`src/source/bft_pkg.sv`:
```
package bft_pkg;

    // network packet geometry
    localparam int PACKET_BITS   = 49;
    localparam int PAYLOAD_BITS  = 32;
    localparam int NUM_LEAF_BITS = 5;
    localparam int NUM_PORT_BITS = 4;
    localparam int NUM_ADDR_BITS = 7;

    // port 0 carries configuration and is not counted here
    localparam int NUM_IN_PORTS  = 2;
    localparam int NUM_OUT_PORTS = 4;

    // one data word as seen by the kernel
    typedef logic [PAYLOAD_BITS-1:0] word_t;

    // fields from the top bit down
    typedef struct packed {
        logic                     vld;
        logic [NUM_LEAF_BITS-1:0] leaf;
        logic [NUM_PORT_BITS-1:0] port;
        logic [NUM_ADDR_BITS-1:0] addr;
        word_t                    payload;
    } bft_packet_t;

    // destination of one output port
    typedef struct packed {
        logic [NUM_LEAF_BITS-1:0] leaf;
        logic [NUM_PORT_BITS-1:0] port;
    } dest_cfg_t;

    // index 0 to 3 selects output port 1 to 4
    typedef struct packed {
        logic       en;
        logic [1:0] index;
        dest_cfg_t  dest;
    } cfg_write_t;

    // sizes of the configuration layouts
    localparam int CFG_WRITE_BITS = $bits(cfg_write_t);
    localparam int DEST_CFG_BITS  = $bits(dest_cfg_t);

    // payload bits above the index that hold a dest_cfg_t
    localparam int CFG_DEST_LSB = 2;
    localparam int CFG_DEST_MSB = CFG_DEST_LSB + DEST_CFG_BITS - 1;

endpackage

```
`src/source/port_fifo.sv`:
```
`timescale 1ns/100ps
module port_fifo #(
    parameter int  DEPTH  = 4,
    parameter type elem_t = logic [31:0]
) (
    input  logic  clk,
    input  logic  reset,
    input  logic  push,
    input  elem_t push_data,
    input  logic  pop,
    output elem_t pop_data,
    output logic  empty,
    output logic  full
);

    localparam int PTR_BITS = (DEPTH > 1) ? $clog2(DEPTH) : 1;
    localparam int CNT_BITS = $clog2(DEPTH + 1);

    elem_t               mem [DEPTH];
    logic [PTR_BITS-1:0] wr_ptr;
    logic [PTR_BITS-1:0] rd_ptr;
    logic [CNT_BITS-1:0] count;

    // wrap at DEPTH, which need not be a power of two
    function automatic logic [PTR_BITS-1:0] next_ptr(input logic [PTR_BITS-1:0] ptr);
        logic [PTR_BITS-1:0] nxt;
        nxt = (ptr == PTR_BITS'(DEPTH - 1)) ? '0 : ptr + 1'b1;
        return nxt;
    endfunction

    assign empty    = (count == '0);
    assign full     = (count == CNT_BITS'(DEPTH));
    // show-ahead read
    assign pop_data = mem[rd_ptr];

    always_ff @(posedge clk) begin
        if (push) begin
            mem[wr_ptr] <= push_data;
        end
    end

    always_ff @(posedge clk) begin
        if (reset) begin
            wr_ptr <= '0;
            rd_ptr <= '0;
            count  <= '0;
        end else begin
            if (push) begin
                wr_ptr <= next_ptr(wr_ptr);
            end
            if (pop) begin
                rd_ptr <= next_ptr(rd_ptr);
            end
            count <= count + CNT_BITS'(push) - CNT_BITS'(pop);
        end
    end

    // the credit loops around every instance must keep these apart
    a_no_push_full: assert property (@(posedge clk) disable iff (reset) !(push && full));
    a_no_pop_empty: assert property (@(posedge clk) disable iff (reset) !(pop && empty));

endmodule

```
`src/source/leaf_rx_demux.sv`:
```
`timescale 1ns/100ps
module leaf_rx_demux import bft_pkg::*; #(
    parameter int LEAF_ID = 5
) (
    input  logic        clk,
    input  logic        reset,
    input  bft_packet_t pkt_in,
    output logic [1:0]  word_push,
    output word_t       word_data,
    output cfg_write_t  cfg_write
);

    logic own_leaf;
    logic is_cfg;
    logic is_port_1;
    logic is_port_2;

    // only packets for this leaf are taken, the rest pass by
    assign own_leaf  = pkt_in.vld && (pkt_in.leaf == NUM_LEAF_BITS'(LEAF_ID));
    assign is_cfg    = own_leaf && (pkt_in.port == NUM_PORT_BITS'(0));
    assign is_port_1 = own_leaf && (pkt_in.port == NUM_PORT_BITS'(1));
    assign is_port_2 = own_leaf && (pkt_in.port == NUM_PORT_BITS'(2));

    // fifo and table both capture on the edge that samples the packet
    assign word_push = {is_port_2, is_port_1};
    assign word_data = pkt_in.payload;

    always_comb begin
        cfg_write       = '0;
        cfg_write.en    = is_cfg;
        cfg_write.index = pkt_in.payload[1:0];
        // leaf and port sit directly above the index
        cfg_write.dest  = dest_cfg_t'(pkt_in.payload[CFG_DEST_MSB:CFG_DEST_LSB]);
    end

    // ports 3 and up are dropped without a trace

    // network side must never present an unknown valid once out of reset
    a_vld_known: assert property (
        @(posedge clk) disable iff (reset) !$isunknown(pkt_in.vld)
    );

    // a config payload carries nothing above the dest field
    a_cfg_clean: assert property (
        @(posedge clk) disable iff (reset)
        is_cfg |-> (pkt_in.payload[PAYLOAD_BITS-1:CFG_DEST_MSB+1] == '0)
    );

endmodule

```
`src/source/user_kernel.sv`:
```
`timescale 1ns/100ps
module user_kernel import bft_pkg::*; #(
    parameter int OUT_FIFO_DEPTH = 4
) (
    input  logic                        clk,
    input  logic                        reset,
    input  logic [1:0]                  in_empty,
    input  word_t                       in_data_1,
    input  word_t                       in_data_2,
    output logic [1:0]                  in_pop,
    output logic [NUM_OUT_PORTS-1:0]    out_push,
    output word_t [NUM_OUT_PORTS-1:0]   out_data,
    input  logic [NUM_OUT_PORTS-1:0]    out_credit
);

    localparam int CRED_BITS = $clog2(OUT_FIFO_DEPTH + 1);

    logic [CRED_BITS-1:0]     cred [NUM_OUT_PORTS];
    logic [NUM_OUT_PORTS-1:0] cred_ok;
    logic                     fire;

    for (genvar i = 0; i < NUM_OUT_PORTS; i++) begin : g_cred_ok
        assign cred_ok[i] = (cred[i] != '0);
    end

    // a pair goes only when every result has a free slot waiting
    assign fire   = !in_empty[0] && !in_empty[1] && (&cred_ok);
    assign in_pop = {fire, fire};

    // results land in the output fifos one edge after the pop
    always_ff @(posedge clk) begin
        if (fire) begin
            out_data[0] <= in_data_1 + in_data_2;
            out_data[1] <= in_data_1 - in_data_2;
            out_data[2] <= in_data_1 ^ in_data_2;
            out_data[3] <= (in_data_1 > in_data_2) ? in_data_1 : in_data_2;
        end
    end

    always_ff @(posedge clk) begin
        if (reset) begin
            out_push <= '0;
        end else begin
            out_push <= {NUM_OUT_PORTS{fire}};
        end
    end

    // one credit per output fifo slot, spent on pop, back when the arbiter drains
    always_ff @(posedge clk) begin
        if (reset) begin
            for (int i = 0; i < NUM_OUT_PORTS; i++) begin
                cred[i] <= CRED_BITS'(OUT_FIFO_DEPTH);
            end
        end else begin
            for (int i = 0; i < NUM_OUT_PORTS; i++) begin
                cred[i] <= cred[i] - CRED_BITS'(fire) + CRED_BITS'(out_credit[i]);
            end
        end
    end

    // arbiter must never hand back more than the fifo holds
    for (genvar i = 0; i < NUM_OUT_PORTS; i++) begin : g_cred_chk
        a_cred_bound: assert property (
            @(posedge clk) disable iff (reset) cred[i] <= CRED_BITS'(OUT_FIFO_DEPTH)
        );
    end

endmodule

```
`src/source/leaf_tx_arbiter.sv`:
```
`timescale 1ns/100ps
module leaf_tx_arbiter import bft_pkg::*; #(
    parameter int OUT_FIFO_DEPTH = 4,
    parameter int DEST_CREDITS   = 4
) (
    input  logic                        clk,
    input  logic                        reset,
    input  logic [NUM_OUT_PORTS-1:0]    res_push,
    input  word_t [NUM_OUT_PORTS-1:0]   res_data,
    output logic [NUM_OUT_PORTS-1:0]    res_credit,
    input  cfg_write_t                  cfg_write,
    input  logic [NUM_OUT_PORTS-1:0]    credit_in,
    output bft_packet_t                 pkt_out
);

    localparam int NET_BITS = $clog2(DEST_CREDITS + 1);
    localparam int IDX_BITS = $clog2(NUM_OUT_PORTS);

    word_t [NUM_OUT_PORTS-1:0] fifo_data;
    logic [NUM_OUT_PORTS-1:0]  fifo_empty;
    logic [NUM_OUT_PORTS-1:0]  fifo_pop;
    logic [NUM_OUT_PORTS-1:0]  eligible;

    dest_cfg_t                 dest_table [NUM_OUT_PORTS];
    logic [NET_BITS-1:0]       net_cred [NUM_OUT_PORTS];
    logic [NUM_ADDR_BITS-1:0]  seq [NUM_OUT_PORTS];
    logic [IDX_BITS-1:0]       rr_ptr;
    logic [IDX_BITS-1:0]       grant_idx;
    logic                      grant_vld;
    bft_packet_t               pkt_q;

    for (genvar i = 0; i < NUM_OUT_PORTS; i++) begin : g_out
        port_fifo #(
            .DEPTH  (OUT_FIFO_DEPTH),
            .elem_t (word_t)
        ) out_fifo_inst (
            .clk       (clk),
            .reset     (reset),
            .push      (res_push[i]),
            .push_data (res_data[i]),
            .pop       (fifo_pop[i]),
            .pop_data  (fifo_data[i]),
            .empty     (fifo_empty[i]),
            .full      ()
        );

        assign eligible[i] = !fifo_empty[i] && (net_cred[i] != '0);

        // network may return only what was spent
        a_net_cred_bound: assert property (
            @(posedge clk) disable iff (reset) net_cred[i] <= NET_BITS'(DEST_CREDITS)
        );
    end

    // round-robin search starts at the port after the last winner
    always_comb begin
        logic [IDX_BITS-1:0] cand;
        grant_vld = 1'b0;
        grant_idx = rr_ptr;
        for (int k = 0; k < NUM_OUT_PORTS; k++) begin
            cand = rr_ptr + IDX_BITS'(k);
            if (!grant_vld && eligible[cand]) begin
                grant_vld = 1'b1;
                grant_idx = cand;
            end
        end
    end

    assign fifo_pop   = grant_vld ? (NUM_OUT_PORTS'(1) << grant_idx) : '0;
    assign res_credit = fifo_pop;

    always_ff @(posedge clk) begin
        if (reset) begin
            for (int i = 0; i < NUM_OUT_PORTS; i++) begin
                dest_table[i] <= '0;
                net_cred[i]   <= NET_BITS'(DEST_CREDITS);
                seq[i]        <= '0;
            end
            rr_ptr <= '0;
        end else begin
            for (int i = 0; i < NUM_OUT_PORTS; i++) begin
                net_cred[i] <= net_cred[i] - NET_BITS'(fifo_pop[i]) + NET_BITS'(credit_in[i]);
                if (fifo_pop[i]) begin
                    seq[i] <= seq[i] + 1'b1;
                end
            end
            if (cfg_write.en) begin
                dest_table[cfg_write.index] <= cfg_write.dest;
            end
            if (grant_vld) begin
                rr_ptr <= grant_idx + 1'b1;
            end
        end
    end

    // one registered packet per cycle
    always_ff @(posedge clk) begin
        if (grant_vld) begin
            pkt_q.leaf    <= dest_table[grant_idx].leaf;
            pkt_q.port    <= dest_table[grant_idx].port;
            pkt_q.addr    <= seq[grant_idx];
            pkt_q.payload <= fifo_data[grant_idx];
        end
        if (reset) begin
            pkt_q.vld <= 1'b0;
        end else begin
            pkt_q.vld <= grant_vld;
        end
    end

    assign pkt_out = pkt_q;

endmodule

```
`src/source/leaf_i2o4.sv`:
```
`timescale 1ns/100ps
module leaf_i2o4 import bft_pkg::*; #(
    parameter int LEAF_ID        = 5,
    parameter int IN_FIFO_DEPTH  = 8,
    parameter int OUT_FIFO_DEPTH = 4,
    parameter int DEST_CREDITS   = 4
) (
    input  logic                     clk,
    input  logic                     reset,
    input  bft_packet_t              din_leaf_bft2interface,
    output bft_packet_t              dout_leaf_interface2bft,
    output logic [NUM_IN_PORTS-1:0]  credit_leaf2bft,
    input  logic [NUM_OUT_PORTS-1:0] credit_bft2leaf
);

    logic [NUM_IN_PORTS-1:0]   word_push;
    word_t                     word_data;
    cfg_write_t                cfg_write;

    logic [NUM_IN_PORTS-1:0]   in_empty;
    logic [NUM_IN_PORTS-1:0]   in_pop;
    word_t [NUM_IN_PORTS-1:0]  in_data;

    logic [NUM_OUT_PORTS-1:0]  res_push;
    word_t [NUM_OUT_PORTS-1:0] res_data;
    logic [NUM_OUT_PORTS-1:0]  res_credit;

    leaf_rx_demux #(
        .LEAF_ID (LEAF_ID)
    ) rx_demux_inst (
        .clk       (clk),
        .reset     (reset),
        .pkt_in    (din_leaf_bft2interface),
        .word_push (word_push),
        .word_data (word_data),
        .cfg_write (cfg_write)
    );

    // input port 1 on index 0
    for (genvar i = 0; i < NUM_IN_PORTS; i++) begin : g_in
        port_fifo #(
            .DEPTH  (IN_FIFO_DEPTH),
            .elem_t (word_t)
        ) in_fifo_inst (
            .clk       (clk),
            .reset     (reset),
            .push      (word_push[i]),
            .push_data (word_data),
            .pop       (in_pop[i]),
            .pop_data  (in_data[i]),
            .empty     (in_empty[i]),
            .full      ()
        );
    end

    // every word the kernel consumes frees one slot upstream
    assign credit_leaf2bft = in_pop;

    user_kernel #(
        .OUT_FIFO_DEPTH (OUT_FIFO_DEPTH)
    ) user_kernel_inst (
        .clk        (clk),
        .reset      (reset),
        .in_empty   (in_empty),
        .in_data_1  (in_data[0]),
        .in_data_2  (in_data[1]),
        .in_pop     (in_pop),
        .out_push   (res_push),
        .out_data   (res_data),
        .out_credit (res_credit)
    );

    leaf_tx_arbiter #(
        .OUT_FIFO_DEPTH (OUT_FIFO_DEPTH),
        .DEST_CREDITS   (DEST_CREDITS)
    ) tx_arbiter_inst (
        .clk        (clk),
        .reset      (reset),
        .res_push   (res_push),
        .res_data   (res_data),
        .res_credit (res_credit),
        .cfg_write  (cfg_write),
        .credit_in  (credit_bft2leaf),
        .pkt_out    (dout_leaf_interface2bft)
    );

endmodule

```
`config.mk`:
```
export PLATFORM = sky130hd
export DESIGN_NAME = leaf_i2o4
export DESIGN_NICKNAME = d
export VERILOG_FILES = /design/src/source/bft_pkg.sv /design/src/source/port_fifo.sv /design/src/source/leaf_rx_demux.sv /design/src/source/user_kernel.sv /design/src/source/leaf_tx_arbiter.sv /design/src/source/leaf_i2o4.sv
export SDC_FILE = /design/constraint.sdc
export NUM_CORES = 1
export LEC_CHECK = 0
export ABC_AREA = 1
export BUFFER_PORTS_ARGS = -buffer_cell sky130_fd_sc_hd__buf_2
export CORE_AREA = 2 2 439 441
export CTS_BUF_LIST = sky130_fd_sc_hd__clkbuf_4
export CTS_CLUSTER_SIZE = 30
export DETAILED_ROUTE_END_ITERATION = 10
export DIE_AREA = 0 0 441 443
export PLACE_DENSITY = 0.42
export SYNTH_ARGS = -nofsm -noshare
export SYNTH_HDL_FRONTEND = slang
export SYNTH_SLANG_ARGS = --single-unit
```
`constraint.sdc`:
```
create_clock -name clk -period 4.7 [get_ports clk]
set_input_delay 1.175 -clock clk [delete_from_list [all_inputs] [get_ports clk]]
set_output_delay 1.175 -clock clk [all_outputs]
set_load 0.1 [all_outputs]
```
==> reports/metrics.csv <==
metric;value;unit
vias;37900;
Synth Flop Type;edfxtp_1;
Post-Synth XOR/XNOR Area;0.0144;
die extent in x;441;µm
number of distinct library cells after synthesis;53;
asr flop ratio synth;0;
TritonCTS buffer count;386;
CP Data Required Time;5.76;ns
Post-Syn Area per Cell;12.0;µm²
pin count of the biggest net entering global routing;94;
kind of critical path;reg -> reg;
fill count;19200;
setup TNS;0;ns
Cells after Synth;4749;
largest family of logic cells by synthesized area;simple AND/OR/NAND/NOR gates;
Hold Buf Count CTS;0;
clk sink count;1352;
Adder-Cell Fraction of Synth Area;0.0341;
Final ANT Viol Nets;0;
Port Buffer Count;98;
clk root buf;clkbuf_4;
crit share post-route;0.915;
CP startpoint kind;register;
DPL Wire Length;112000;µm
# Max-Cap Violations;0;
Area after DPL;0.0613;mm²
number of synthesized flops with an enable pin;1262;
Die Area;0.195;mm²
RSZ-0062 raised after global routing;no;
Overall Global Routing Usage;0.176;
final wirelength;174000;µm
RePlAce Congestion;0.866;
first drt pass iteration count;6;
setup bufs post-CTS;3;
Clock Skew;0.115;ns
grt ovf;0;
mux contribution to synthesized area;0;
average vias per placed instance;4.73;
slew of the pin with the lowest slew margin;0.997;ns
vias in the first global route;36900;
Synth Area in Compound Gates;0.102;
Initial Utilization;0.297;
status;completed;
Critical Path AT;5.35;ns
CTS tree;built;
Synth-to-Final Area Change;16.3;%
clock slew at reported path FFs;0.06;ns
Post-Syn Area;0.0568;mm²
layout cells sized above 1;0.180;
syn_nets;4949;
Hold Fails Final Rpt;0;
CP endpoint kind;register;
initial antenna violation count;13;
Seq/Total Area, Yosys;0.699;
maximum clock rate;233;MHz
Setup-failing EPs final;0;
DRT iter0 DRCs;2668;
H-tree depth;5;
IO Pins;106;
fraction of the mapped netlist area in simple logic gates;0.111;
Site Rows;161;
slew margin rel.;0.335;
core area;0.191;mm²
NumNets Final;5416;
Clock Tree Buf Depth;4;
Die Ht;443;µm
Avg WL per Cell;21.7;µm
post-CTS sizing;0;
DRC;0;
Ys Warns;0;
Synth Register Bits;1352;
post-route cell area;0.0660;mm²
worst hold path class;in -> reg;
Final Max Tran Viols;0;
Max Fanout on Critical Path;37;
first-pass GRT wire length;251000;µm
clk_lat worst skew;1.35;ns
Tmin final;4.30;ns
## worst paths after layout
| path | from | to | slack [ns] | cells after the start |
|---|---|---|---|---|
| min reg2reg | user_kernel_inst.out_data[27]$_DFFE_PP_ | tx_arbiter_inst.g_out[0].out_fifo_inst.mem[1][27]$_DFFE_PP_ | 0.43 | 0 |
| max reg2reg | register | user_kernel_inst.out_data[111]$_DFFE_PP_ | 0.40 | 18 |
| min | credit_bft2leaf[3] | tx_arbiter_inst.net_cred[3][0]$_SDFF_PP0_ | 0.20 | 4 |
| max | register | user_kernel_inst.out_data[111]$_DFFE_PP_ | 0.40 | 18 |
## critical path: stages (launching register included)
cell and delay, ns:
dfxtp_2 0.33, inv_2 0.28, buf_4 0.32, o21ai_0 0.12
o22ai_1 0.13, inv_1 0.06, o21ai_0 0.59, inv_1 0.15
ha_1 0.39, nand2_1 0.11, nor2_1 0.22, nand3_1 0.18
or4_1 0.42, nand2_1 0.11, inv_2 0.06, buf_12 0.16
nand2_1 0.07, o21ai_0 0.12, buf_4 0.18
## stage by stage
step,hold slack (ns),worst slack (ns),instances,util
finish,0.202,0.401,8013,0.345
global route,0.0399,0.0534,8011,0.345
CTS,0.0211,0.196,8001,0.345
detailed placement,0.480,0.375,7351,0.321
global placement,0.482,0.388,7351,0.321
floorplan,0.459,0.108,4749,-
## layout make-up
| class | instances | area [µm²] | share of cell area |
|---|---|---|---|
| clock inverters | 72 | 330 | 0.00500 |
| multi-input cells | 2839 | 14900 | 0.226 |
| clock buffers | 575 | 4320 | 0.0654 |
| well taps | 2526 | 3160 | 0.0479 |
| diodes | 12 | 30.0 | 0.000455 |
| inverters | 321 | 1210 | 0.0184 |
| repair buffers | 316 | 2330 | 0.0352 |
| flip-flops and latches | 1352 | 39700 | 0.601 |
## layer usage
layer,part of all wire,vias up,track usage
li1,-,18000,-
met1,0.45,18500,0.235
met2,0.48,1052,0.287
met3,0.049,277,0.0311
met4,0.026,12,0.0605
met5,0.00039,-,0
## cells by family after synthesis
family,after synthesis
compound gates,1038
xor+xnor,91
fa+ha+maj,145
buf+inv,558
flops,1352
simple gates,1565
## registers in the layout (all words and copies together), names as in the netlist, named ones only
| register | cells |
|---|---|
| g_in.in_fifo_inst.rd_ptr | 6 |
| g_in.in_fifo_inst.count | 8 |
| tx_arbiter_inst.g_out.out_fifo_inst.wr_ptr | 8 |
| user_kernel_inst.out_push | 1 |
| tx_arbiter_inst.net_cred | 12 |
| g_in.in_fifo_inst.wr_ptr | 6 |
| tx_arbiter_inst.seq | 28 |
| tx_arbiter_inst.pkt_out | 49 |
| tx_arbiter_inst.rr_ptr | 2 |
| tx_arbiter_inst.g_out.out_fifo_inst.mem | 512 |
| user_kernel_inst.out_data | 126 |
| user_kernel_inst.cred | 12 |
| tx_arbiter_inst.g_out.out_fifo_inst.count | 12 |
| g_in.in_fifo_inst.mem | 512 |
| tx_arbiter_inst.g_out.out_fifo_inst.rd_ptr | 8 |
| tx_arbiter_inst.dest_table | 36 |
## cell usage after synthesis, types with 5 or more instances
master    number  area, µm²
clkinv_1       5       18.8
inv_2         11       41.3
a21o_1         7       52.6
or2_2         10       62.6
xor2_1        74        648
o22ai_1      187       1170
nor4_1         6       37.5
edfxtp_1    1262      37900
dfxtp_1       90       1800
a32o_1        32        320
o21ai_0      560       2800
buf_6          8       90.1
nor3_1        49        245
buf_1         18       67.6
buf_2         37        185
buf_4         10       75.1
o211ai_1       5       37.5
nand4_1       16        100
xnor2_1       16        140
nand2_2        8       50.1
o21ai_1       45        225
o21bai_1      13       97.6
a31oi_1       36        225
nand3_1      122        611
inv_1        304       1140
nor2_1       734       2760
nand3_2        6       60.1
ha_1         129       1610
nand2_1      600       2250
o21a_1         6       45.0
clkbuf_1     161        604
a21oi_1      128        641
fa_1          16        320
## cell usage in the layout (no fill, tap or decap), types with 21 or more instances in the layout
cell type  count
ha_1         129
o22ai_1      187
clkbuf_4     575
a32o_1        32
nand2_1      600
nand3_1      122
o21ai_1       45
nor2_1       734
nor3_1        33
xor2_1        74
edfxtp_1    1262
clkinv_1      62
inv_1        300
buf_4        202
inv_2         21
buf_2         98
a31oi_1       36
dfxtp_1       82
o21ai_0      560
a21oi_1      128
Power is not shown: default switching activity piles up to over one toggle a cycle in this logic, so the estimate is an artifact.
